<file path="src/logic/cmd_bridge_pkg.sv">
package cmd_bridge_pkg;

    //////////////////////////////////////////////////////////////////////
    // data widths
    //////////////////////////////////////////////////////////////////////
    typedef logic [31:0] word_t;   // bus data word
    typedef logic [31:0] addr_t;   // word address
    typedef logic [1:0]  resp_t;   // response code
    typedef logic [7:0]  opcode_t; // command opcode

    localparam int MAX_BEATS = 8;  // longest burst

    typedef logic [$clog2(MAX_BEATS)-1:0] len_t; // beats minus one

    //////////////////////////////////////////////////////////////////////
    // codes
    //////////////////////////////////////////////////////////////////////
    localparam resp_t RESP_OKAY      = 2'd0;
    localparam resp_t RESP_SLVERR    = 2'd2;
    localparam resp_t RESP_MALFORMED = 2'd3;

    localparam opcode_t OP_WRITE = 8'h01;
    localparam opcode_t OP_READ  = 8'h02;

    //////////////////////////////////////////////////////////////////////
    // address map
    //////////////////////////////////////////////////////////////////////
    localparam addr_t REG_BASE        = 32'h1000_0000; // status register
    localparam addr_t REG_FIFO        = REG_BASE + 32'd2; // shift-in FIFO port
    localparam addr_t MEM_REGION_MASK = 32'hFFFF_FF00; // upper 24 bits must be zero

endpackage
</file>
<file path="src/logic/reg_bus_if.sv">
`timescale 1ns/1ps

// single-beat register bus; done follows req by exactly one cycle
interface reg_bus_if;
    logic                  req;   // one-cycle request
    logic                  we;    // 1 = write
    cmd_bridge_pkg::addr_t addr;
    cmd_bridge_pkg::word_t wdata;
    cmd_bridge_pkg::word_t rdata; // valid with done
    cmd_bridge_pkg::resp_t resp;  // valid with done
    logic                  done;

    modport master (
        output req, we, addr, wdata,
        input  rdata, resp, done
    );

    modport slave (
        input  req, we, addr, wdata,
        output rdata, resp, done
    );
endinterface

</file>
<file path="src/logic/fifo_status_regs.sv">
`timescale 1ns/1ps

module fifo_status_regs #(
    parameter int FIFO_DEPTH = 4
) (
    input  logic     external_clk,
    input  logic     rst,
    reg_bus_if.slave bus
);

    localparam int PW = $clog2(FIFO_DEPTH);

    cmd_bridge_pkg::word_t fifo_mem [FIFO_DEPTH];
    logic [PW-1:0]         wr_ptr;
    logic [PW-1:0]         rd_ptr;
    logic [PW:0]           count;
    logic                  full;
    logic                  empty;
    logic                  is_fifo;
    logic                  push;
    logic                  pop;
    logic                  clr;
    cmd_bridge_pkg::word_t status;

    assign full    = (count == (PW + 1)'(FIFO_DEPTH));
    assign empty   = (count == '0);
    assign is_fifo = (bus.addr == cmd_bridge_pkg::REG_FIFO); // else status
    assign push    = bus.req && bus.we && is_fifo && !full;
    assign pop     = bus.req && !bus.we && is_fifo && !empty;
    assign clr     = bus.req && bus.we && !is_fifo && (bus.wdata == '1);
    assign status  = {8'h01, 8'(FIFO_DEPTH), 8'(count), 6'd0, full, empty};

    always_ff @(posedge external_clk) begin
        if (rst) begin
            bus.done <= 1'b0;
            wr_ptr   <= '0;
            rd_ptr   <= '0;
            count    <= '0;
        end else begin
            bus.done <= bus.req;
            if (clr) begin
                wr_ptr <= '0;
                rd_ptr <= '0;
                count  <= '0;
            end else if (push) begin
                wr_ptr <= wr_ptr + 1'b1; // power-of-two wrap
                count  <= count + 1'b1;
            end else if (pop) begin
                rd_ptr <= rd_ptr + 1'b1;
                count  <= count - 1'b1;
            end
        end
    end

    always_ff @(posedge external_clk) begin
        if (push) begin
            fifo_mem[wr_ptr] <= bus.wdata;
        end
        if (bus.req) begin
            bus.rdata <= '0;
            bus.resp  <= cmd_bridge_pkg::RESP_OKAY;
            if (is_fifo) begin
                if (bus.we ? full : empty) begin
                    bus.resp <= cmd_bridge_pkg::RESP_SLVERR;
                end else if (!bus.we) begin
                    bus.rdata <= fifo_mem[rd_ptr]; // pop head
                end
            end else if (!bus.we) begin
                bus.rdata <= status;
            end
        end
    end

    a_count: assert property (@(posedge external_clk) disable iff (rst)
        count <= (PW + 1)'(FIFO_DEPTH));

endmodule

</file>
<file path="src/flat_wrapper.sv">
// flat-port wrapper written by rule: the top's interface ports become plain ports
module fifo_status_regs_flat 
#(
    parameter int FIFO_DEPTH = 4
)
  (external_clk, rst, bus_req, bus_we, bus_addr, bus_wdata, bus_rdata, bus_resp, bus_done);
  reg_bus_if bus_i ();
  input  logic external_clk;
  input  logic rst;
  input wire logic [$bits(bus_i.req)-1:0] bus_req;
  input wire logic [$bits(bus_i.we)-1:0] bus_we;
  input wire logic [$bits(bus_i.addr)-1:0] bus_addr;
  input wire logic [$bits(bus_i.wdata)-1:0] bus_wdata;
  output wire logic [$bits(bus_i.rdata)-1:0] bus_rdata;
  output wire logic [$bits(bus_i.resp)-1:0] bus_resp;
  output wire logic [$bits(bus_i.done)-1:0] bus_done;
  assign bus_i.req = bus_req;
  assign bus_i.we = bus_we;
  assign bus_i.addr = bus_addr;
  assign bus_i.wdata = bus_wdata;
  assign bus_rdata = bus_i.rdata;
  assign bus_resp = bus_i.resp;
  assign bus_done = bus_i.done;
  fifo_status_regs #(.FIFO_DEPTH(FIFO_DEPTH)) u_core (.external_clk(external_clk), .rst(rst), .bus(bus_i));
endmodule
</file>
<file path="config.mk">
export PLATFORM = sky130hd
export DESIGN_NAME = fifo_status_regs_flat
export DESIGN_NICKNAME = d
export VERILOG_FILES = /design/src/logic/cmd_bridge_pkg.sv /design/src/logic/reg_bus_if.sv /design/src/logic/fifo_status_regs.sv /design/src/flat_wrapper.sv
export SDC_FILE = /design/constraint.sdc
export NUM_CORES = 1
export LEC_CHECK = 0
export BUFFER_PORTS_ARGS = -buffer_cell sky130_fd_sc_hd__buf_2
export CAP_MARGIN = 20
export CORE_ASPECT_RATIO = 1.4
export CORE_MARGIN = 8
export CORE_UTILIZATION = 60
export DETAILED_ROUTE_END_ITERATION = 6
export PLACE_DENSITY_LB_ADDON = 0.1
export SYNTH_ARGS = -nofsm -noshare
export SYNTH_HDL_FRONTEND = slang
export SYNTH_SLANG_ARGS = --single-unit
export TNS_END_PERCENT = 30
</file>
<file path="constraint.sdc">
create_clock -name external_clk -period 6.9 [get_ports external_clk]
set_input_delay 1.38 -clock external_clk [delete_from_list [all_inputs] [get_ports external_clk]]
set_output_delay 1.38 -clock external_clk [all_outputs]
set_load 0.05 [all_outputs]
</file>
==> results.cfg <==
[detailed_routing]
wl_met3_um = 874
m1WireLength_um = 5030
first_pass_iters = 4
dr_wl_met2_um = 7308
via_count = 3522
drc = 0
final_antenna_net_count = 0
post_drt_wl_per_cell_um = 22.32
routed_wl_um = 13410
top_layer = met4
first_iter_violations = 233
vias_per_cell = 5.860

[timing]
hold_viol = 0
fin_crit_sh_pct = 54.12
fmax_mhz = 267.8
finClkSkew_ns = 0.006007
timing.setup.tns_ns = 0
slew_violations = 0
slew_headroom_pct = 36.22
min_period_ns = 3.734
setup_viol = 0
worst_slew_pin_slew_ns = 0.9532
rsz0062_at_grt = no

[grt]
track_usage_pct = 18.59
grt_max_degree = 37
antenna_found_initial = 1
grt_first_pass_wirelength_um = 20890
grt_pass1_vias = 3770
globalRouteOverflowTotal = 0

[yosys]
synth_top_family_by_area = multiplexers
synth_top_area_cell = edfxtp_1
ys_seq_area_share_pct = 75.16
syn_nets = 411
synth-xor-area-share_pct = 0.7845
yosys-mux-area-fraction_pct = 11.06
syn_avg_cell_area_um2 = 19.82
synth_top_area_share_pct = 72.17
synthSimpleGateAreaFrac_pct = 8.909
postSynth.asyncResetShare_pct = 0
synthTopCellsByArea = edfxtp_1 (72%), mux4_2 (11%), dfxtp_1 (3.0%)
synth_seq_cells = 171
yosysWarnings = 0
synth_edf_count = 161
syn-instance-count = 338
synth_cell_types = 39
synth-compound-area-share_pct = 1.532
ys.flop_type = edfxtp_1
yosys.area_share.adder_pct = 0.9339
synth_area_mm2 = 0.006699

[critical_path]
cp-end-kind = register
crit_top_cell = xnor2_1
cp_slowest_cell = a2111oi_4
path_cells = buf_2 -> buf_4 -> nand2_1 -> a2111oi_4 -> xnor2_1 -> ha_1 -> or3_1 -> a211o_1 -> nor4_1 -> xnor2_1 -> nor2_1
worst-path-max-fanout = 36
worstPathRequired_ns = 7.18
crit_family = simple AND/OR/NAND/NOR gates
path_buf_inv = 2
max_stage_delay_ns = 0.55
critPathKind = in2reg
critPathArrivalTime_ns = 4.01
start_kind = input port

[clock_network]
cts_hold_buf = 0
cts_buffers = 17
clock_latency_ns = 0.41
cts_tree = done
cts_setup_buffers = 0
htree_num_levels = 4
clkSinkCount = 171
cts_buffer_depth = 2
cts_resized = 0
clk_pin_slew_ns = 0.06
root_buffer = clkbuf_16

[job]
max-cap-violations = 0

[placed_design]
post_dp_cell_area_mm2 = 0.007360
place_congestion = 0.7636
portBuffers = 101
dp_hpwl_um = 8582

[min_path]
hold_path.class = reg2reg

[floorplan]
initial_core_util_pct = 61.65
ios = 103
die_y_um = 141.0
rows = 45
die_area_mm2 = 0.01485
die_w_um = 105.3
core_mm2 = 0.01087

[power_and_ir_drop]
p_leak_nw = 2.815
peakVddDrop_mv = 0.2391
powerDensity_mw_per_mm2 = 281.2

[cells_and_area]
final_area_mm2 = 0.007989
nets = 521
area_growth_pct = 19.26
layout-drive-gt1-share_pct = 40.31
nFillCells = 650

[outcome]
status = complete, no violations
==> cells in the final DEF (no fill, tap or decap), types with 2 or more instances in the layout <==
master	n
nand2_1	7
a21oi_1	3
and3_1	27
clkinv_1	3
clkinvlp_4	3
nand4_1	8
nor4_2	3
nand3_1	2
buf_4	9
nor2_1	13
xnor2_1	5
clkinv_4	2
nor4_4	3
mux4_2	32
edfxtp_1	161
o21ai_0	3
dfxtp_1	9
inv_1	4
or3_1	2
bufinv_16	5
buf_2	101
nor3_1	4
a31o_2	2
ha_1	5
clkbuf_16	17
nor4_1	5
mux2i_1	2
and2_1	4
==> tightest hold or removal path: cells and delay by family, from the launching register on <==
family	cells	cell delay, ns
flops	1	0.30
compound gates	2	0.15
==> cell type report <==
class,count,area (um^2),share of cell area [%]
inverter,4,15.01,0.1879
tap,141,176.4,2.208
sequential,171,5036,63.04
timing repair buffer,110,573.1,7.173
multi-input combinational,144,1559,19.51
clock inverter,13,201.4,2.522
clock buffer,17,425.4,5.325
antenna,1,2.502,0.03132
==> where the power goes <==
| group | internal [mW] | switching [mW] |
|---|---|---|
| Clock | 0.635 | 0.370 |
| Sequential | 1.14 | 0.00333 |
| Combinational | 0.0248 | 0.0707 |
==> final timing paths <==
kind                            slack [ns]          endpoint  cells after the start        startpoint
worst max-delay path                  3.17   u_core.count[2]                     11           bus_req
worst min-delay path                  0.50  u_core.rd_ptr[1]                      2  u_core.rd_ptr[1]
worst max register to register        4.14   u_core.count[2]                      9   u_core.count[0]
worst min register to register        0.50  u_core.rd_ptr[1]                      2  u_core.rd_ptr[1]
==> metrics by stage <==
stage / utilization, % / cells / setup WS [ns] / hold WS [ns] / power (mW)
global route: 73.52 / 601 / 3.021 / 0.5415 / 2.303
global placement: 67.73 / 570 / 2.834 / 0.4787 / 1.262
floorplan: - / 338 / 3.204 / 0.4591 / 1.215
detailed placement: 67.73 / 570 / 2.741 / 0.5012 / 1.265
finish: 73.52 / 601 / 3.166 / 0.5047 / 2.247
CTS: 73.49 / 600 / 3.165 / 0.5092 / 2.258
==> cell families after synthesis <==
family / count (synthesis)
mux: 34
flops: 171
compound gates: 12
buf+inv: 23
other cells: 1
fa+ha+maj: 5
xor+xnor: 6
simple gates: 86
==> Yosys cell counts (all sizes together), types with 5 or more instances <==
| cell type | instances |
|---|---|
| nor4 | 11 |
| nor2 | 13 |
| clkbuf | 11 |
| xnor2 | 5 |
| and3 | 27 |
| ha | 5 |
| nand4 | 10 |
| nand2 | 7 |
| dfxtp | 10 |
| edfxtp | 161 |
| buf | 8 |
| mux4 | 32 |
==> registers in the layout, summed over array words and instances, names as in the netlist, named ones only <==
name and cells:
u_core.bus.rdata 32, u_core.count 3, u_core.fifo_mem 128, u_core.wr_ptr 2, u_core.rd_ptr 2, u_core.bus.resp 1
u_core.bus.done 1
==> metal layers <==
layer,global-route usage [%],vias to the layer above
li1,-,1600
met1,20.88,1789
met2,32.10,117
met3,6.022,16
met4,7.014,0
met5,0,-
No activity file was read; power rests on OpenSTA's default activity.
