--- src/logic/cmd_bridge_pkg.sv ---
package cmd_bridge_pkg;

    //////////////////////////////////////////////////////////////////////
    // data widths
    //////////////////////////////////////////////////////////////////////
    typedef logic [31:0] word_t;   // bus data word
    typedef logic [31:0] addr_t;   // word address
    typedef logic [1:0]  resp_t;   // response code
    typedef logic [7:0]  opcode_t; // command opcode

    localparam int MAX_BEATS = 8;  // longest burst

    typedef logic [$clog2(MAX_BEATS)-1:0] len_t; // beats minus one

    //////////////////////////////////////////////////////////////////////
    // codes
    //////////////////////////////////////////////////////////////////////
    localparam resp_t RESP_OKAY      = 2'd0;
    localparam resp_t RESP_SLVERR    = 2'd2;
    localparam resp_t RESP_MALFORMED = 2'd3;

    localparam opcode_t OP_WRITE = 8'h01;
    localparam opcode_t OP_READ  = 8'h02;

    //////////////////////////////////////////////////////////////////////
    // address map
    //////////////////////////////////////////////////////////////////////
    localparam addr_t REG_BASE        = 32'h1000_0000; // status register
    localparam addr_t REG_FIFO        = REG_BASE + 32'd2; // shift-in FIFO port
    localparam addr_t MEM_REGION_MASK = 32'hFFFF_FF00; // upper 24 bits must be zero

endpackage
--- src/logic/reg_bus_if.sv ---
`timescale 1ns/1ps

// single-beat register bus; done follows req by exactly one cycle
interface reg_bus_if;
    logic                  req;   // one-cycle request
    logic                  we;    // 1 = write
    cmd_bridge_pkg::addr_t addr;
    cmd_bridge_pkg::word_t wdata;
    cmd_bridge_pkg::word_t rdata; // valid with done
    cmd_bridge_pkg::resp_t resp;  // valid with done
    logic                  done;

    modport master (
        output req, we, addr, wdata,
        input  rdata, resp, done
    );

    modport slave (
        input  req, we, addr, wdata,
        output rdata, resp, done
    );
endinterface

--- src/logic/cmd_bus_master.sv ---
`timescale 1ns/1ps

module cmd_bus_master #(
    parameter int MEM_WORDS = 256
) (
    input  logic                    external_clk,
    input  logic                    rst,
    input  logic                    cmd_valid,
    input  cmd_bridge_pkg::opcode_t cmd_op,
    input  cmd_bridge_pkg::len_t    cmd_len,
    input  logic                    cmd_incr,
    input  cmd_bridge_pkg::addr_t   cmd_addr,
    input  cmd_bridge_pkg::word_t   cmd_wdata [cmd_bridge_pkg::MAX_BEATS],
    input  logic                    cmd_malformed,
    reg_bus_if.master               reg_bus,
    reg_bus_if.master               mem_bus,
    output logic                    res_valid,
    output cmd_bridge_pkg::resp_t   res_resp,
    output cmd_bridge_pkg::word_t   res_rdata [cmd_bridge_pkg::MAX_BEATS]
);

    typedef enum logic [1:0] {ST_IDLE, ST_REQ, ST_ACK} state_t;

    state_t                state;
    cmd_bridge_pkg::len_t  beat;
    cmd_bridge_pkg::addr_t cur_addr;
    logic                  hit_reg;
    logic                  hit_mem;
    cmd_bridge_pkg::word_t beat_data;
    cmd_bridge_pkg::resp_t beat_resp;

    // per-beat decode
    assign hit_reg = (cur_addr == cmd_bridge_pkg::REG_BASE) ||
                     (cur_addr == cmd_bridge_pkg::REG_FIFO);
    assign hit_mem = ((cur_addr & cmd_bridge_pkg::MEM_REGION_MASK) == '0) &&
                     (cur_addr < cmd_bridge_pkg::addr_t'(MEM_WORDS));

    assign reg_bus.req   = (state == ST_REQ) && hit_reg;
    assign mem_bus.req   = (state == ST_REQ) && hit_mem;
    assign reg_bus.we    = (cmd_op == cmd_bridge_pkg::OP_WRITE);
    assign mem_bus.we    = (cmd_op == cmd_bridge_pkg::OP_WRITE);
    assign reg_bus.addr  = cur_addr;
    assign mem_bus.addr  = cur_addr;
    assign reg_bus.wdata = cmd_wdata[beat];
    assign mem_bus.wdata = cmd_wdata[beat];

    // unmapped beat reads as zero with SLVERR
    assign beat_data = hit_reg ? reg_bus.rdata : (hit_mem ? mem_bus.rdata : '0);
    assign beat_resp = hit_reg ? reg_bus.resp :
                       (hit_mem ? mem_bus.resp : cmd_bridge_pkg::RESP_SLVERR);

    always_ff @(posedge external_clk) begin
        if (rst) begin
            state     <= ST_IDLE;
            res_valid <= 1'b0;
        end else begin
            res_valid <= 1'b0;
            case (state)
                ST_IDLE: begin
                    if (cmd_valid) begin
                        res_resp <= cmd_malformed ? cmd_bridge_pkg::RESP_MALFORMED :
                                                    cmd_bridge_pkg::RESP_OKAY;
                        if (cmd_malformed) begin
                            res_valid <= 1'b1; // no bus traffic
                        end else begin
                            state    <= ST_REQ;
                            cur_addr <= cmd_addr;
                            beat     <= '0;
                        end
                    end
                end
                ST_REQ: state <= ST_ACK;
                ST_ACK: begin
                    res_rdata[beat] <= beat_data;
                    if (beat_resp > res_resp) begin
                        res_resp <= beat_resp; // worst code wins
                    end
                    if (cmd_incr) begin
                        cur_addr <= cur_addr + 32'd1;
                    end
                    if (beat == cmd_len) begin
                        state     <= ST_IDLE;
                        res_valid <= 1'b1;
                    end else begin
                        beat  <= beat + 1'b1;
                        state <= ST_REQ;
                    end
                end
                default: state <= ST_IDLE;
            endcase
        end
    end

    a_one_port: assert property (@(posedge external_clk) disable iff (rst)
        !(reg_bus.req && mem_bus.req));
    a_reg_done: assert property (@(posedge external_clk) disable iff (rst)
        reg_bus.done |-> $past(reg_bus.req));
    a_mem_done: assert property (@(posedge external_clk) disable iff (rst)
        mem_bus.done |-> $past(mem_bus.req));

endmodule

--- src/flat_wrapper.sv ---
// flat-port wrapper written by rule: the top's interface ports become plain ports
module cmd_bus_master_flat 
#(
    parameter int MEM_WORDS = 256
)
  (external_clk, rst, cmd_valid, cmd_op, cmd_len, cmd_incr, cmd_addr, cmd_wdata, cmd_malformed, res_valid, res_resp, res_rdata, reg_bus_req, reg_bus_we, reg_bus_addr, reg_bus_wdata, reg_bus_rdata, reg_bus_resp, reg_bus_done, mem_bus_req, mem_bus_we, mem_bus_addr, mem_bus_wdata, mem_bus_rdata, mem_bus_resp, mem_bus_done);
  reg_bus_if reg_bus_i ();
  reg_bus_if mem_bus_i ();
  input  logic external_clk;
  input  logic rst;
  input  logic cmd_valid;
  input  cmd_bridge_pkg::opcode_t cmd_op;
  input  cmd_bridge_pkg::len_t cmd_len;
  input  logic cmd_incr;
  input  cmd_bridge_pkg::addr_t cmd_addr;
  input  cmd_bridge_pkg::word_t cmd_wdata[cmd_bridge_pkg::MAX_BEATS];
  input  logic cmd_malformed;
  output logic res_valid;
  output cmd_bridge_pkg::resp_t res_resp;
  output cmd_bridge_pkg::word_t res_rdata[cmd_bridge_pkg::MAX_BEATS];
  output wire logic [$bits(reg_bus_i.req)-1:0] reg_bus_req;
  output wire logic [$bits(reg_bus_i.we)-1:0] reg_bus_we;
  output wire logic [$bits(reg_bus_i.addr)-1:0] reg_bus_addr;
  output wire logic [$bits(reg_bus_i.wdata)-1:0] reg_bus_wdata;
  input wire logic [$bits(reg_bus_i.rdata)-1:0] reg_bus_rdata;
  input wire logic [$bits(reg_bus_i.resp)-1:0] reg_bus_resp;
  input wire logic [$bits(reg_bus_i.done)-1:0] reg_bus_done;
  output wire logic [$bits(mem_bus_i.req)-1:0] mem_bus_req;
  output wire logic [$bits(mem_bus_i.we)-1:0] mem_bus_we;
  output wire logic [$bits(mem_bus_i.addr)-1:0] mem_bus_addr;
  output wire logic [$bits(mem_bus_i.wdata)-1:0] mem_bus_wdata;
  input wire logic [$bits(mem_bus_i.rdata)-1:0] mem_bus_rdata;
  input wire logic [$bits(mem_bus_i.resp)-1:0] mem_bus_resp;
  input wire logic [$bits(mem_bus_i.done)-1:0] mem_bus_done;
  assign reg_bus_req = reg_bus_i.req;
  assign reg_bus_we = reg_bus_i.we;
  assign reg_bus_addr = reg_bus_i.addr;
  assign reg_bus_wdata = reg_bus_i.wdata;
  assign reg_bus_i.rdata = reg_bus_rdata;
  assign reg_bus_i.resp = reg_bus_resp;
  assign reg_bus_i.done = reg_bus_done;
  assign mem_bus_req = mem_bus_i.req;
  assign mem_bus_we = mem_bus_i.we;
  assign mem_bus_addr = mem_bus_i.addr;
  assign mem_bus_wdata = mem_bus_i.wdata;
  assign mem_bus_i.rdata = mem_bus_rdata;
  assign mem_bus_i.resp = mem_bus_resp;
  assign mem_bus_i.done = mem_bus_done;
  cmd_bus_master #(.MEM_WORDS(MEM_WORDS)) u_core (.external_clk(external_clk), .rst(rst), .cmd_valid(cmd_valid), .cmd_op(cmd_op), .cmd_len(cmd_len), .cmd_incr(cmd_incr), .cmd_addr(cmd_addr), .cmd_wdata(cmd_wdata), .cmd_malformed(cmd_malformed), .reg_bus(reg_bus_i), .mem_bus(mem_bus_i), .res_valid(res_valid), .res_resp(res_resp), .res_rdata(res_rdata));
endmodule
--- config.mk ---
export PLATFORM = sky130hd
export DESIGN_NAME = cmd_bus_master_flat
export DESIGN_NICKNAME = d
export VERILOG_FILES = /design/src/logic/cmd_bridge_pkg.sv /design/src/logic/reg_bus_if.sv /design/src/logic/cmd_bus_master.sv /design/src/flat_wrapper.sv
export SDC_FILE = /design/constraint.sdc
export NUM_CORES = 1
export LEC_CHECK = 0
export BUFFER_PORTS_ARGS = -buffer_cell sky130_fd_sc_hd__buf_2
export CAP_MARGIN = 20
export CORE_AREA = 2 2 296 298
export DETAILED_ROUTE_END_ITERATION = 10
export DIE_AREA = 0 0 298 300
export GPL_ROUTABILITY_DRIVEN = 1
export PLACE_DENSITY = 0.46
export SYNTH_ARGS = -nofsm -noshare
export SYNTH_HDL_FRONTEND = slang
export SYNTH_SLANG_ARGS = --single-unit
--- constraint.sdc ---
create_clock -name external_clk -period 4.8 [get_ports external_clk]
set_input_delay 0.48 -clock external_clk [delete_from_list [all_inputs] [get_ports external_clk]]
set_output_delay 0.48 -clock external_clk [all_outputs]
set_load 0.03 [all_outputs]
==> metrics.txt <==
status finished clean; Slew headroom around a quarter; CTS Sinks approximately 300; die height 300 microns; antenna violations before repair 16; P&R area growth vs syn 44.6%; Die Area a little under 90000 sq um; DR vias around 12000; Antenna Violating Nets Remaining 0; GRT met3 Usage ~4%; Arr. time, crit path 3.46 ns; routability-driven placement congestion ratio roughly 0.93; max cap viols 0; Nets slightly above 2000; Synth area leader edfxtp_1; vias in the first global route ~11000; Post-synth top cells edfxtp_1, nor2_1, nand2_1; Routed WL ~65000 microns; Tcrit/Tclk final between 80% and 90%; DR WL/cell about 23 microns; CTS tree done; drt drc 0; PortBufs approximately 760; Synth area leaders edfxtp_1, buf_4, mux4_2; Worst Hold Class in -> reg; GR peak layer met2; filler cell count between 9000 and 10000; library cells used by synthesis 52; clk slew on worst S/H paths around 0.060 ns; post-synthesis net count between 1000 and 1500; final max-slew violation count 0; post-place setup slack 1.41 ns; most numerous cell in the Yosys netlist edfxtp_1; sequential area share after synthesis between 60% and 70%; Num CTS Buffers 36; Post-DP HPWL between 50000 and 60000 microns; grt met1 use 18.0%; met2 Resource Use GR between 20% and 30%; Initial DRC Count 835; asr flop ratio synth 0%; Final setup violation count 0; final worst setup slack approximately 0.86 ns; WHS a little over 0.2 ns; Setup Buffers After CTS 0; first-pass GRT wire length 88900 microns; Core Area ~86000 sq um; Peak VDD IR about 0.25 mV; fmax roughly 250 MHz; First-pass DRT Iterations 7; final std cells w/o fill between 2000 and 3000; row count roughly 110; setup_tns 0 ns; total global-route track usage between 10 and 15%; Avg Vias per Cell 4.05; Syn. warnings 0; Chip Width 298 microns; Post-Synthesis Cells 971; Worst-Skew Late Latency about 0.57 ns; area of the mapped netlist between 10000 and 15000 sq um; Resized cells post-CTS 0; Tmin final between 3 and 4 ns; critical path type reg -> out; # hold bufs at CTS 0; Initial Util approximately 15%; I/O pin count 765; number of synthesized flops with an enable pin 293; Crit Path Max Fanout 19; CTS root buf clkbuf_16; DP Cell Count around 2800; H-tree lvl count 2; largest net degree at the start of global routing a little under 80; crit path capture type output pin; Fin. Hold Viols 0; Setup Skew 0.0468 ns; total grt overflow 0; Startpoint Class flop; flop-to-flop setup slack approximately 1.4 ns; Lkg Pwr 7.68 nW; area share of the largest cell type after synthesis between 60% and 70%; Avg Inst Size Synth roughly 14 sq um; share of cells above drive strength 1 ~53%; Post-synth top flop edfxtp_1; Worst EP required between 4 and 5 ns; pwr dens about 310 nW/um^2; RSZ-0062 raised after global routing no; Seq cells post-synth 296; slew of the pin with the lowest slew margin approximately 1.1 ns; Bufs on Longest Clock Path 3
-- state kept, by name (all words and copies together) (netlist names) --
| name | count |
|---|---|
| u_core.res_valid | 1 |
| u_core.state | 2 |
| u_core.res_resp | 2 |
| u_core.res_rdata | 256 |
| u_core.mem_bus.addr | 32 |
| u_core.beat | 3 |
-- layout make-up --
| cell class | count | area, sq um | area share [%] |
|---|---|---|---|
| diodes | 6 | 15.0 | 0.0779 |
| clock buffers | 37 | 905 | 4.69 |
| clock inverters | 24 | 160 | 0.831 |
| inverters | 15 | 56.3 | 0.292 |
| multi-input cells | 540 | 3760 | 19.5 |
| flip-flops and latches | 296 | 8860 | 46.0 |
| well taps | 1155 | 1450 | 7.50 |
| repair buffers | 792 | 4080 | 21.1 |
-- per-stage QoR --
step,cell area (sq um),util [%],power [mW]
2_1_floorplan,13300,-,3.26
3_3_place_gp,18200,21.1,3.55
3_5_place_dp,18200,21.1,3.55
4_1_cts,19200,22.3,6.10
5_1_grt,19300,22.3,6.22
6_report,19300,22.4,6.00
-- layout by cell type (no fill, tap or decap), types with 17 or more instances in the layout --
cell type / count
nor2_1: 71
mux2_2: 27
buf_4: 27
nand2_1: 67
a22oi_1: 17
a21oi_1: 44
mux2i_1: 26
xnor2_1: 18
nor2b_1: 38
o21ai_0: 24
edfxtp_1: 293
a221oi_1: 30
buf_2: 762
clkbuf_16: 36
-- routing by layer --
metal  share of wire, %  vias to the layer above
met5              0.084                        -
li1                   -                     5108
met2                 47                      722
met3                9.8                       68
met4                1.5                        8
met1                 42                     5698
-- path summary, 6_finish.rpt --
| check | start | end | cells past startpoint |
|---|---|---|---|
| worst max-delay path | u_core.beat[0]$_SDFFCE_PN0P_ | mem_bus_wdata[29] | 5 |
| worst min-delay path | cmd_addr[1] | u_core.mem_bus.addr[1]$_DFFE_PP_ | 3 |
| worst max register to register | u_core.mem_bus.addr[4]$_DFFE_PP_ | u_core.res_resp[1]$_DFFE_PP_ | 8 |
| worst min register to register | u_core.state[0]$_SDFFE_PP0P_ | u_core.state[0]$_SDFFE_PP0P_ | 1 |
-- power by group --
part | total (mW) | leakage [nW] | switching, mW | internal (mW)
registers | 2.85 | 2.76 | 0.0289 | 2.83
clock network | 2.51 | 0.501 | 1.12 | 1.38
logic | 0.641 | 4.42 | 0.390 | 0.251
total | 6.00 | 7.68 | 1.54 | 4.46
-- cells by family (layout without fill, tap and decap cells) --
group / count (synthesis) / after routing / share of synthesized area [%]
buffers and inverters: 135 / 868 / 5.81
muxes: 68 / 68 / 6.77
AOI/OAI and AO/OA: 182 / 182 / 9.22
xor gates and xnor gates: 19 / 19 / 1.25
adders and majority gates: 6 / 6 / 0.563
and+or+nand+nor: 265 / 265 / 9.92
other: 0 / 6 / 0
DFF: 296 / 296 / 66.5
-- worst max-delay path, cell delays in order, from the launching register on --
cell and delay, ns:
edfxtp_1 0.69, inv_2 0.34, nor2_1 0.75, a22oi_1 0.24
o22ai_1 0.55, buf_2 0.31
Power figures use the tool's default switching activity.
