## src/logic/cmd_bridge_pkg.sv

```systemverilog
package cmd_bridge_pkg;

    //////////////////////////////////////////////////////////////////////
    // data widths
    //////////////////////////////////////////////////////////////////////
    typedef logic [31:0] word_t;   // bus data word
    typedef logic [31:0] addr_t;   // word address
    typedef logic [1:0]  resp_t;   // response code
    typedef logic [7:0]  opcode_t; // command opcode

    localparam int MAX_BEATS = 8;  // longest burst

    typedef logic [$clog2(MAX_BEATS)-1:0] len_t; // beats minus one

    //////////////////////////////////////////////////////////////////////
    // codes
    //////////////////////////////////////////////////////////////////////
    localparam resp_t RESP_OKAY      = 2'd0;
    localparam resp_t RESP_SLVERR    = 2'd2;
    localparam resp_t RESP_MALFORMED = 2'd3;

    localparam opcode_t OP_WRITE = 8'h01;
    localparam opcode_t OP_READ  = 8'h02;

    //////////////////////////////////////////////////////////////////////
    // address map
    //////////////////////////////////////////////////////////////////////
    localparam addr_t REG_BASE        = 32'h1000_0000; // status register
    localparam addr_t REG_FIFO        = REG_BASE + 32'd2; // shift-in FIFO port
    localparam addr_t MEM_REGION_MASK = 32'hFFFF_FF00; // upper 24 bits must be zero

endpackage
```

## src/logic/resp_frame_builder.sv

```systemverilog
`timescale 1ns/1ps

module resp_frame_builder (
    input  logic                    external_clk,
    input  logic                    rst,
    input  logic                    res_valid,
    input  cmd_bridge_pkg::opcode_t res_op,
    input  cmd_bridge_pkg::len_t    res_len,
    input  cmd_bridge_pkg::resp_t   res_resp,
    input  cmd_bridge_pkg::word_t   res_rdata [cmd_bridge_pkg::MAX_BEATS],
    output logic                    tx_valid,
    output logic [7:0]              tx_data,
    output logic                    tx_last
);

    cmd_bridge_pkg::resp_t resp_q;
    cmd_bridge_pkg::word_t rdata_q [cmd_bridge_pkg::MAX_BEATS];
    logic [5:0]            last_q;    // index of the final byte
    logic [5:0]            cnt;       // index of the next byte
    logic [5:0]            k;
    logic [7:0]            next_byte;

    // byte 0 opcode, byte 1 response, then read words msb first
    assign k         = cnt - 6'd2;
    assign next_byte = (cnt == 6'd1) ? {6'd0, resp_q} :
                       rdata_q[k[4:2]][{~k[1:0], 3'b000} +: 8];

    always_ff @(posedge external_clk) begin
        if (rst) begin
            tx_valid <= 1'b0;
            tx_last  <= 1'b0;
            cnt      <= '0;
        end else if (res_valid) begin
            tx_valid <= 1'b1;
            tx_last  <= 1'b0;
            cnt      <= 6'd1;
        end else if (tx_valid && !tx_last) begin
            tx_last <= (cnt == last_q);
            cnt     <= cnt + 6'd1;
        end else begin
            tx_valid <= 1'b0;
            tx_last  <= 1'b0;
        end
    end

    always_ff @(posedge external_clk) begin
        if (res_valid) begin
            tx_data <= res_op; // echo
            resp_q  <= res_resp;
            rdata_q <= res_rdata;
            if (res_op == cmd_bridge_pkg::OP_READ &&
                res_resp != cmd_bridge_pkg::RESP_MALFORMED) begin
                last_q <= 6'd5 + {1'b0, res_len, 2'b00};
            end else begin
                last_q <= 6'd1; // header only
            end
        end else if (tx_valid && !tx_last) begin
            tx_data <= next_byte;
        end
    end

endmodule

```

## config.mk

```make
export PLATFORM = sky130hd
export DESIGN_NAME = resp_frame_builder
export DESIGN_NICKNAME = d
export VERILOG_FILES = /design/src/logic/cmd_bridge_pkg.sv /design/src/logic/resp_frame_builder.sv
export SDC_FILE = /design/constraint.sdc
export NUM_CORES = 1
export LEC_CHECK = 0
export BUFFER_PORTS_ARGS = -buffer_cell sky130_fd_sc_hd__buf_2
export CAP_MARGIN = 20
export CORE_ASPECT_RATIO = 0.5
export CORE_UTILIZATION = 59
export CTS_BUF_LIST = sky130_fd_sc_hd__clkbuf_8
export DETAILED_ROUTE_END_ITERATION = 8
export PLACE_DENSITY = 0.91
export SLEW_MARGIN = 30
export SYNTH_ARGS = -nofsm -noshare
export SYNTH_HDL_FRONTEND = slang
export SYNTH_SLANG_ARGS = --single-unit
```

## constraint.sdc

```tcl
create_clock -name external_clk -period 5.2 [get_ports external_clk]
set_input_delay 0.78 -clock external_clk [delete_from_list [all_inputs] [get_ports external_clk]]
set_output_delay 0.78 -clock external_clk [all_outputs]
set_load 0.01 [all_outputs]
```

==> run_results.csv, run 1 <==
group,metric,value,unit
status,status,"finished clean",
finish,synthToLayoutAreaGrowth,20.7,%
sta,finalHoldViolations,0,
finish,fin_cells,1335,
placement,port_buffers,281,
clock_network,cts.sinks,278,
clock_network,h-tree-depth,2,
sta,slew_viol_final,0,
setup_path,crit_type,"reg -> reg",
setup_path,worstPathRequired,5.48,ns
detailed_routing,drt_iter0_drc,838,
pwr,p_comb_frac,0.083,
finish,nFillCells,1172,
placement,dp_cells,1259,
synth,seq_area_frac_synth,0.740,
setup_path,critPathLaunchType,"flip-flop",
floorplan,core.rowCount,35,
finish,drive_gt1_frac,0.341,
floorplan,io_pins,282,
clock_network,clockBufferDepth,3,
setup_path,arrival,4.03,ns
synth,yosysWarnings,0,
finish,final_util,0.730,
synth,ys.flop_type,"edfxtp_1",
clock_network,post_cts_resized,0,
floorplan,die_height,99.3,um
synth,ys_types,52,
sta,max_freq,267,MHz
synth,synth-seq-cells,278,
sta,holdWs,0.407,ns
clock_network,postCtsHoldBufs,0,
grt,antenna_found_initial,2,
synth,synth_edf_count,270,
job,cap_violations,0,
detailed_routing,avgRoutedWirePerCell,21.4,um
sta,rsz0062_at_grt,"no",
setup_path,cp_max_fo,29,
clock_network,cts_tree,"built",
synth,avgSynthCellArea,14.8,um^2
grt,track_usage,0.291,
floorplan,die_x,197,um
min_path,hp-class,"in -> reg",
sta,tightest_slew,0.988,ns
finish,final_nets,1319,
synth,synth_top_area_frac,0.725,
floorplan,start_util,0.605,
placement,dpl.hpwl,19300,um
grt,grt_first_pass_wirelength,42200,um
synth,synth.most_common_cell,"edfxtp_1",
setup_path,setup.worst_path.end_class,"flip-flop",
pwr,vdd.ir_drop.worst,0.307,mV
pwr,pwr-share-clk,0.337,
pwr,p_sw,0.00112,W
synth,async_reset_ff_frac,0,
detailed_routing,avgViaCountPerCell,5.90,
grt,grt_pass1_vias,7918,
pwr,leakagePower,5.32,nW
grt,grt_overflow,0,
sta,fin_crit,3.75,ns
clock_network,insertion_delay,0.55,ns
pwr,power_density,348,nW/um^2
floorplan,core,18500,um^2
detailed_routing,dr.pass1.iters,6,
clock_network,cts_made_buffers,39,
grt,grt_max_degree,140,
pwr,p_sw_frac,0.238,
sta,final-setup-viol-count,0,
floorplan,die_area,19500,um^2
pwr,sequentialPowerShare,0.580,
sta,max_slew_margin,0.340,
detailed_routing,drc,0,
synth,syn_area,11200,um^2
clock_network,post_cts_buffers,0,
sta,tns,0,ns
clock_network,cts-root-buf,"clkbuf_8",
clock_network,path_clk_slew,0.07,ns
sta,fin_crit_sh,0.721,
synth,yosys.area.top_type,"edfxtp_1",
synth,synth_commonest_cells,"270 x edfxtp_1, 155 x nand2_1, 60 x nand3_1",
synth,syn-num-nets,1031,
detailed_routing,drt-total-wl,28600,um
pwr,p_int,0.00358,W
synth,synth_cells,754,
sta,skew,0.0191,ns
detailed_routing,ant_nets,0,
detailed_routing,via_count,7879,
synth,ys_top_cells_by_area,"edfxtp_1 73%, nand2_1 5.2%, mux2i_1 3.1%",
placement,gp_congestion,0.876,
[final timing paths]
path,startpoint,end,slack [ns],cells past startpoint
worst max-delay path,cnt[1]$_SDFFE_PP0P_,tx_data[5]$_DFFE_PP_,1.45,9
worst min-delay path,res_rdata[182],rdata_q[182]$_DFFE_PP_,0.41,1
worst max register to register,cnt[1]$_SDFFE_PP0P_,tx_data[5]$_DFFE_PP_,1.45,9
worst min register to register,last_q[3]$_SDFFCE_PN0P_,tx_last$_SDFF_PP0_,0.56,3
[per-stage QoR]
| step | total power (W) | setup WS (ns) | cell area (um^2) |
|---|---|---|---|
| floorplan | 0.00291 | 2.84 | 11200 |
| global placement | 0.00313 | 1.72 | 12700 |
| detailed placement | 0.00315 | 1.54 | 12700 |
| CTS | 0.00470 | 1.53 | 13400 |
| global route | 0.00484 | 1.21 | 13500 |
| finish | 0.00470 | 1.45 | 13500 |
[power by group through the flow]
stage	clock network, W	registers, W	logic, W
finish	0.00158	0.00273	0.000390
global route	0.00169	0.00274	0.000419
CTS	0.00160	0.00272	0.000385
detailed placement	0	0.00277	0.000383
global placement	0	0.00276	0.000369
floorplan	0	0.00274	0.000168
[registers in the layout, indices dropped and copies added, names as in the netlist]
name,count
tx_last,1
cnt,6
last_q,4
rdata_q,256
resp_q,2
tx_valid,1
tx_data,8
[cells in the final DEF, fill, tap and decap left out, types with 2 or more instances in the layout]
master       n
a211oi_1     2
a32oi_1     11
nand3_1     60
ha_1         5
diode_2      4
nor2b_1      3
o2111ai_1    5
edfxtp_1   270
a221oi_1     6
nor4_1       3
a311oi_1     2
o21ai_0      8
inv_6        2
xnor2_1      7
nand4_1     25
buf_4        6
nor3_1       4
a31oi_1     25
mux4_2       8
o211ai_1     2
dfxtp_1      8
clkinv_2     6
a22oi_1      7
nand2_1    155
clkinv_1    10
clkbuf_8    39
or4_2        6
nor2b_4      2
mux2i_1     35
and3_1       2
inv_1       19
nor2_1      17
buf_2      280
a21oi_1      4
or2_2        2
[kinds of logic after synthesis]
group                      Yosys count  share of synthesized area
DFF                                278                      0.740
buffers and inverters               48                     0.0255
adders and majority gates            5                    0.00560
and+or+nand+nor                    291                      0.121
AOI/OAI and AO/OA                   78                     0.0517
xor gates and xnor gates            10                    0.00784
muxes                               44                     0.0485
[worst max-delay path, stage by stage (launching register included)]
cell and delay, ns:
dfxtp_1 0.67, inv_1 0.20, ha_1 0.93, and2_1 0.23, buf_4 0.35, nand3_1 0.25, o2111ai_1 0.31, a31oi_1 0.08
a22oi_1 0.32, nand4_1 0.13
[routing by layer]
metal	share of wire	wire length (um)	track usage	up-vias
met5	0	0	0	-
met4	0.042	1200	0.120	0
met3	0.085	2430	0.0654	105
met2	0.50	14400	0.505	470
met1	0.37	10500	0.358	3819
li1	-	-	-	3485
[layout make-up]
cell class / count / area [um^2] / share of cell area
Sequential cell: 278 / 8270 / 0.613
Multi-Input combinational cell: 428 / 2660 / 0.197
Timing Repair Buffer: 289 / 1510 / 0.112
Clock buffer: 39 / 537 / 0.0398
Tap cell: 259 / 324 / 0.0240
Clock inverter: 32 / 164 / 0.0121
Inverter: 6 / 22.5 / 0.00167
Antenna cell: 4 / 10.0 / 0.000742
Power figures use the tool's default switching activity.
==> run 2: changes to the inputs <==
--- a/config.mk
+++ b/config.mk
@@ -8,10 +8,10 @@
 export BUFFER_PORTS_ARGS = -buffer_cell sky130_fd_sc_hd__buf_2
 export CAP_MARGIN = 20
 export CORE_ASPECT_RATIO = 0.5
-export CORE_UTILIZATION = 59
+export CORE_UTILIZATION = 50
 export CTS_BUF_LIST = sky130_fd_sc_hd__clkbuf_8
 export DETAILED_ROUTE_END_ITERATION = 8
-export PLACE_DENSITY = 0.91
+export PLACE_DENSITY = 0.83
 export SLEW_MARGIN = 30
 export SYNTH_ARGS = -nofsm -noshare
 export SYNTH_HDL_FRONTEND = slang
==> constraint.sdc (replaced) <==
create_clock -name external_clk -period 3.36 [get_ports external_clk]
set_input_delay 0.504 -clock external_clk [delete_from_list [all_inputs] [get_ports external_clk]]
set_output_delay 0.504 -clock external_clk [all_outputs]
set_load 0.01 [all_outputs]
==> run_results.csv, run 2 (synthesized netlist as in run 1, its figures left out) <==
group,metric,value,unit
status,status,"finished clean",
floorplan,io_pins,282,
setup_path,setup.worst_path.end_class,"flip-flop",
clock_network,h-tree-depth,2,
clock_network,post_cts_buffers,0,
sta,finalHoldViolations,0,
finish,synthToLayoutAreaGrowth,22.1,%
sta,slew_viol_final,0,
clock_network,cts_made_buffers,39,
placement,dpl.hpwl,20900,um
pwr,power_density,539,nW/um^2
min_path,min_path_cells,1,
floorplan,die_x,213,um
sta,fin_crit,3.11,ns
detailed_routing,drc,0,
setup_path,r2r-start,"cnt[3]$_SDFFE_PP0P_",
setup_path,arrival,3.49,ns
finish,final_nets,1331,
setup_path,rrSetupSlack,0.25,ns
min_path,hp-class,"in -> reg",
floorplan,core,21800,um^2
min_path,min_to,"rdata_q[78]$_DFFE_PP_",
floorplan,die_height,108,um
sta,final-setup-viol-count,0,
sta,fin_crit_sh,0.924,
floorplan,start_util,0.513,
clock_network,path_clk_slew,0.07,ns
clock_network,insertion_delay,0.55,ns
setup_path,worstPathRequired,3.75,ns
floorplan,die_area,23000,um^2
setup_path,cp_max_fo,46,
sta,rsz0062_at_grt,"no",
placement,port_buffers,281,
grt,track_usage,0.259,
setup_path,r2r_cells,7,
sta,skew,0.0297,ns
setup_path,critPathLaunch,"cnt[3]$_SDFFE_PP0P_",
detailed_routing,drt_iter0_drc,832,
finish,top_regs,"rdata_q x256, tx_data x8, cnt x6",
detailed_routing,avgViaCountPerCell,5.77,
grt,grt_max_degree,167,
detailed_routing,dr.pass1.iters,5,
detailed_routing,via_count,8036,
sta,tns,0,ns
finish,mostFrequentLayoutCell,"buf_2",
floorplan,core.rowCount,38,
min_path,min_from,"res_rdata[78]",
placement,place_area,12900,um^2
finish,drive_gt1_frac,0.346,
sta,max_freq,322,MHz
clock_network,clockBufferDepth,3,
placement,gp_congestion,0.836,
grt,grt_pass1_vias,7949,
detailed_routing,ant_nets,0,
sta,tightest_slew,1.04,ns
finish,layout_common_cells,"280 x buf_2, 270 x edfxtp_1, 155 x nand2_1",
setup_path,regToRegEndpoint,"tx_data[3]$_DFFE_PP_",
detailed_routing,drt-total-wl,30200,um
grt,antenna_found_initial,9,
clock_network,post_cts_resized,0,
pwr,leakagePower,5.35,nW
setup_path,critPathLaunchType,"flip-flop",
pwr,vdd.ir_drop.worst,0.281,mV
clock_network,cts-root-buf,"clkbuf_8",
setup_path,crit_type,"reg -> reg",
clock_network,postCtsHoldBufs,0,
finish,largest_reg_flops,256,
grt,grt_overflow,0,
detailed_routing,avgRoutedWirePerCell,21.7,um
clock_network,cts.sinks,278,
finish,design_area,13600,um^2
grt,grt_first_pass_wirelength,43500,um
pwr,total_power,0.00736,W
job,cap_violations,0,
sta,holdWs,0.122,ns
sta,max_slew_margin,0.307,
finish,top_register,"rdata_q",
clock_network,cts_tree,"built",
run 2: worst max-delay path: stages (launching register included):
cell	delay [ns]
dfxtp_1	0.47
o31ai_1	0.53
and2_2	0.89
buf_4	0.40
nand2_1	0.12
a31oi_1	0.18
nand4_1	0.19
nand4_1	0.14
run 2: worst max-delay path by stage:
stage / endpoint
6_report: tx_data[3]$_DFFE_PP_
3_5_place_dp: tx_data[3]$_DFFE_PP_
5_1_grt: tx_data[3]$_DFFE_PP_
3_3_place_gp: tx_data[7]$_DFFE_PP_
2_1_floorplan: tx_data[3]$_DFFE_PP_
4_1_cts: tx_data[3]$_DFFE_PP_
run 2: power breakdown:
| part | internal, W | switching, W |
|---|---|---|
| combinational | 0.000263 | 0.000369 |
| sequential | 0.00411 | 0.0000963 |
| clock | 0.00124 | 0.00128 |
run 2: layout make-up:
class / count / area, um^2
antenna: 9 / 22.5
clock buffer: 39 / 537
clock inverter: 32 / 188
fill: 1608 / 8130
inverter: 6 / 22.5
multi-input combinational: 428 / 2640
sequential: 278 / 8270
tap: 300 / 375
timing repair buffer: 301 / 1600
run 2: per-layer routing:
metal  global-route usage  wire length (um)
met5                    0                 0
met3               0.0636              2310
met2                0.426             14800
met4                0.134              1480
met1                0.321             11600
run 2: metrics by stage:
| step | utilization | setup WS [ns] | std cells |
|---|---|---|---|
| after floorplan | - | 0.996 | 754 |
| after global placement | 0.591 | 0.498 | 1312 |
| after detailed placement | 0.591 | 0.402 | 1312 |
| after CTS | 0.624 | 0.294 | 1383 |
| after global routing | 0.627 | 0.109 | 1393 |
| final | 0.627 | 0.255 | 1393 |
==> run 3: changes to the inputs <==
--- a/config.mk
+++ b/config.mk
@@ -11,6 +11,7 @@
 export CORE_UTILIZATION = 50
 export CTS_BUF_LIST = sky130_fd_sc_hd__clkbuf_8
 export DETAILED_ROUTE_END_ITERATION = 8
+export MAX_ROUTING_LAYER = met4
 export PLACE_DENSITY = 0.83
 export SLEW_MARGIN = 30
 export SYNTH_ARGS = -nofsm -noshare
==> run_results.csv, run 3 (synthesized netlist as in run 1, its figures left out) <==
group,metric,value,unit
status,status,"finished clean",
setup_path,arrival,3.49,ns
job,cap_violations,0,
floorplan,core,21800,um^2
grt,grt_busiest_layer,"met2",
finish,design_area,13600,um^2
detailed_routing,drt-total-wl,30200,um
floorplan,start_util,0.513,
floorplan,io_pins,282,
grt,track_usage,0.267,
sta,fin_ws,0.254,ns
sta,finalHoldViolations,0,
placement,dpl.hpwl,20900,um
setup_path,r2r_cells,7,
sta,skew,0.0313,ns
pwr,power_density,539,nW/um^2
detailed_routing,ant_nets,0,
setup_path,critPathMostFrequentCell,"nand4_1",
sta,rsz0062_at_grt,"no",
clock_network,path_clk_slew,0.07,ns
clock_network,postCtsHoldBufs,0,
clock_network,h-tree-depth,2,
grt,met1_usage,0.322,
placement,gp_congestion,0.849,
setup_path,cpLargestDelayFamily,"simple AND/OR/NAND/NOR gates",
sta,fin_crit,3.11,ns
finish,synthToLayoutAreaGrowth,22.1,%
clock_network,cts-root-buf,"clkbuf_8",
min_path,min_path_cells,1,
finish,final_nets,1331,
finish,largest_reg_flops,256,
clock_network,cts_made_buffers,39,
floorplan,die_height,108,um
pwr,total_power,0.00736,W
pwr,vdd.ir_drop.worst,0.283,mV
setup_path,setup.worst_path.end_class,"flip-flop",
finish,layout_common_cells,"280 x buf_2, 270 x edfxtp_1, 155 x nand2_1",
floorplan,core.rowCount,38,
sta,slew_viol_final,0,
grt,grt_first_pass_wirelength,43500,um
grt,grt_max_degree,167,
finish,drive_gt1_frac,0.346,
detailed_routing,avgRoutedWirePerCell,21.6,um
setup_path,rrSetupSlack,0.25,ns
min_path,hp-class,"in -> reg",
detailed_routing,drc,0,
finish,final_util,0.627,
floorplan,die_area,23000,um^2
clock_network,post_cts_resized,0,
sta,final-setup-viol-count,0,
sta,tightest_slew,0.957,ns
grt,antenna_found_initial,9,
finish,nFillCells,1608,
detailed_routing,dr.pass1.iters,6,
grt,grt_use_met2,0.424,
sta,max_slew_margin,0.362,
finish,top_register,"rdata_q",
placement,port_buffers,281,
detailed_routing,drt_iter0_drc,819,
setup_path,worstPathRequired,3.75,ns
setup_path,cp_slowest_cell,"and2_2",
setup_path,crit_type,"reg -> reg",
finish,mostFrequentLayoutCell,"buf_2",
sta,fin_crit_sh,0.925,
setup_path,worst-path-buf-inv,1,
pwr,leakagePower,5.35,nW
sta,max_freq,322,MHz
setup_path,critPathLaunchType,"flip-flop",
clock_network,insertion_delay,0.55,ns
detailed_routing,via_count,8006,
sta,tns,0,ns
setup_path,cp_max_fo,46,
clock_network,cts_tree,"built",
grt,grt_pass1_vias,7951,
floorplan,die_x,213,um
clock_network,cts.sinks,278,
grt,grt_overflow,0,
setup_path,cp_cell_sequence,"o31ai_1 > and2_2 > buf_4 > nand2_1 > a31oi_1 > nand4_1 > nand4_1",
placement,post-place-ws,0.402,ns
finish,top_regs,"rdata_q x256, tx_data x8, cnt x6",
placement,place_area,12900,um^2
clock_network,clockBufferDepth,3,
setup_path,critical-path-max-stage-delay,0.89,ns
grt,grt_use_met3,0.0636,
detailed_routing,avgViaCountPerCell,5.75,
setup_path,cp.depth,7,
clock_network,post_cts_buffers,0,
[run 3: cell counts in the layout (fill, tap and decap cells not counted)]
No cell type changed its count.
[run 3: final timing paths]
path,end,startpoint
max,tx_data[3]$_DFFE_PP_,cnt[3]$_SDFFE_PP0P_
min,rdata_q[110]$_DFFE_PP_,res_rdata[110]
max reg2reg,tx_data[3]$_DFFE_PP_,cnt[3]$_SDFFE_PP0P_
min reg2reg,tx_last$_SDFF_PP0_,last_q[3]$_SDFFCE_PN0P_
[run 3: per-layer routing]
| metal | vias up | share of wire |
|---|---|---|
| met2 | 453 | 0.49 |
| met1 | 3920 | 0.38 |
| li1 | 3513 | - |
| met4 | 0 | 0.049 |
| met5 | - | 0 |
| met3 | 120 | 0.078 |
[run 3: final cells by class]
type / instances / area [um^2] / area share
clock buffer: 39 / 537 / 0.0393
antenna: 9 / 22.5 / 0.00165
inverter: 6 / 22.5 / 0.00165
tap: 300 / 375 / 0.0275
clock inverter: 32 / 188 / 0.0138
sequential: 278 / 8270 / 0.606
multi-input combinational: 428 / 2640 / 0.193
timing repair buffer: 301 / 1600 / 0.117
[run 3: per-stage QoR]
step	hold WS (ns)	std cells
final	0.120	1393
after floorplan	0.508	754
after detailed placement	0.542	1312
after global placement	0.548	1312
after global routing	0.0862	1393
after CTS	0.102	1383
[run 3: where the power goes]
part,internal [W],total (W),leakage (nW),switching (W)
Sequential,0.00411,0.00421,2.71,0.0000963
Clock,0.00124,0.00252,0.400,0.00127
Combinational,0.000263,0.000631,2.24,0.000368
Total,0.00562,0.00736,5.35,0.00174
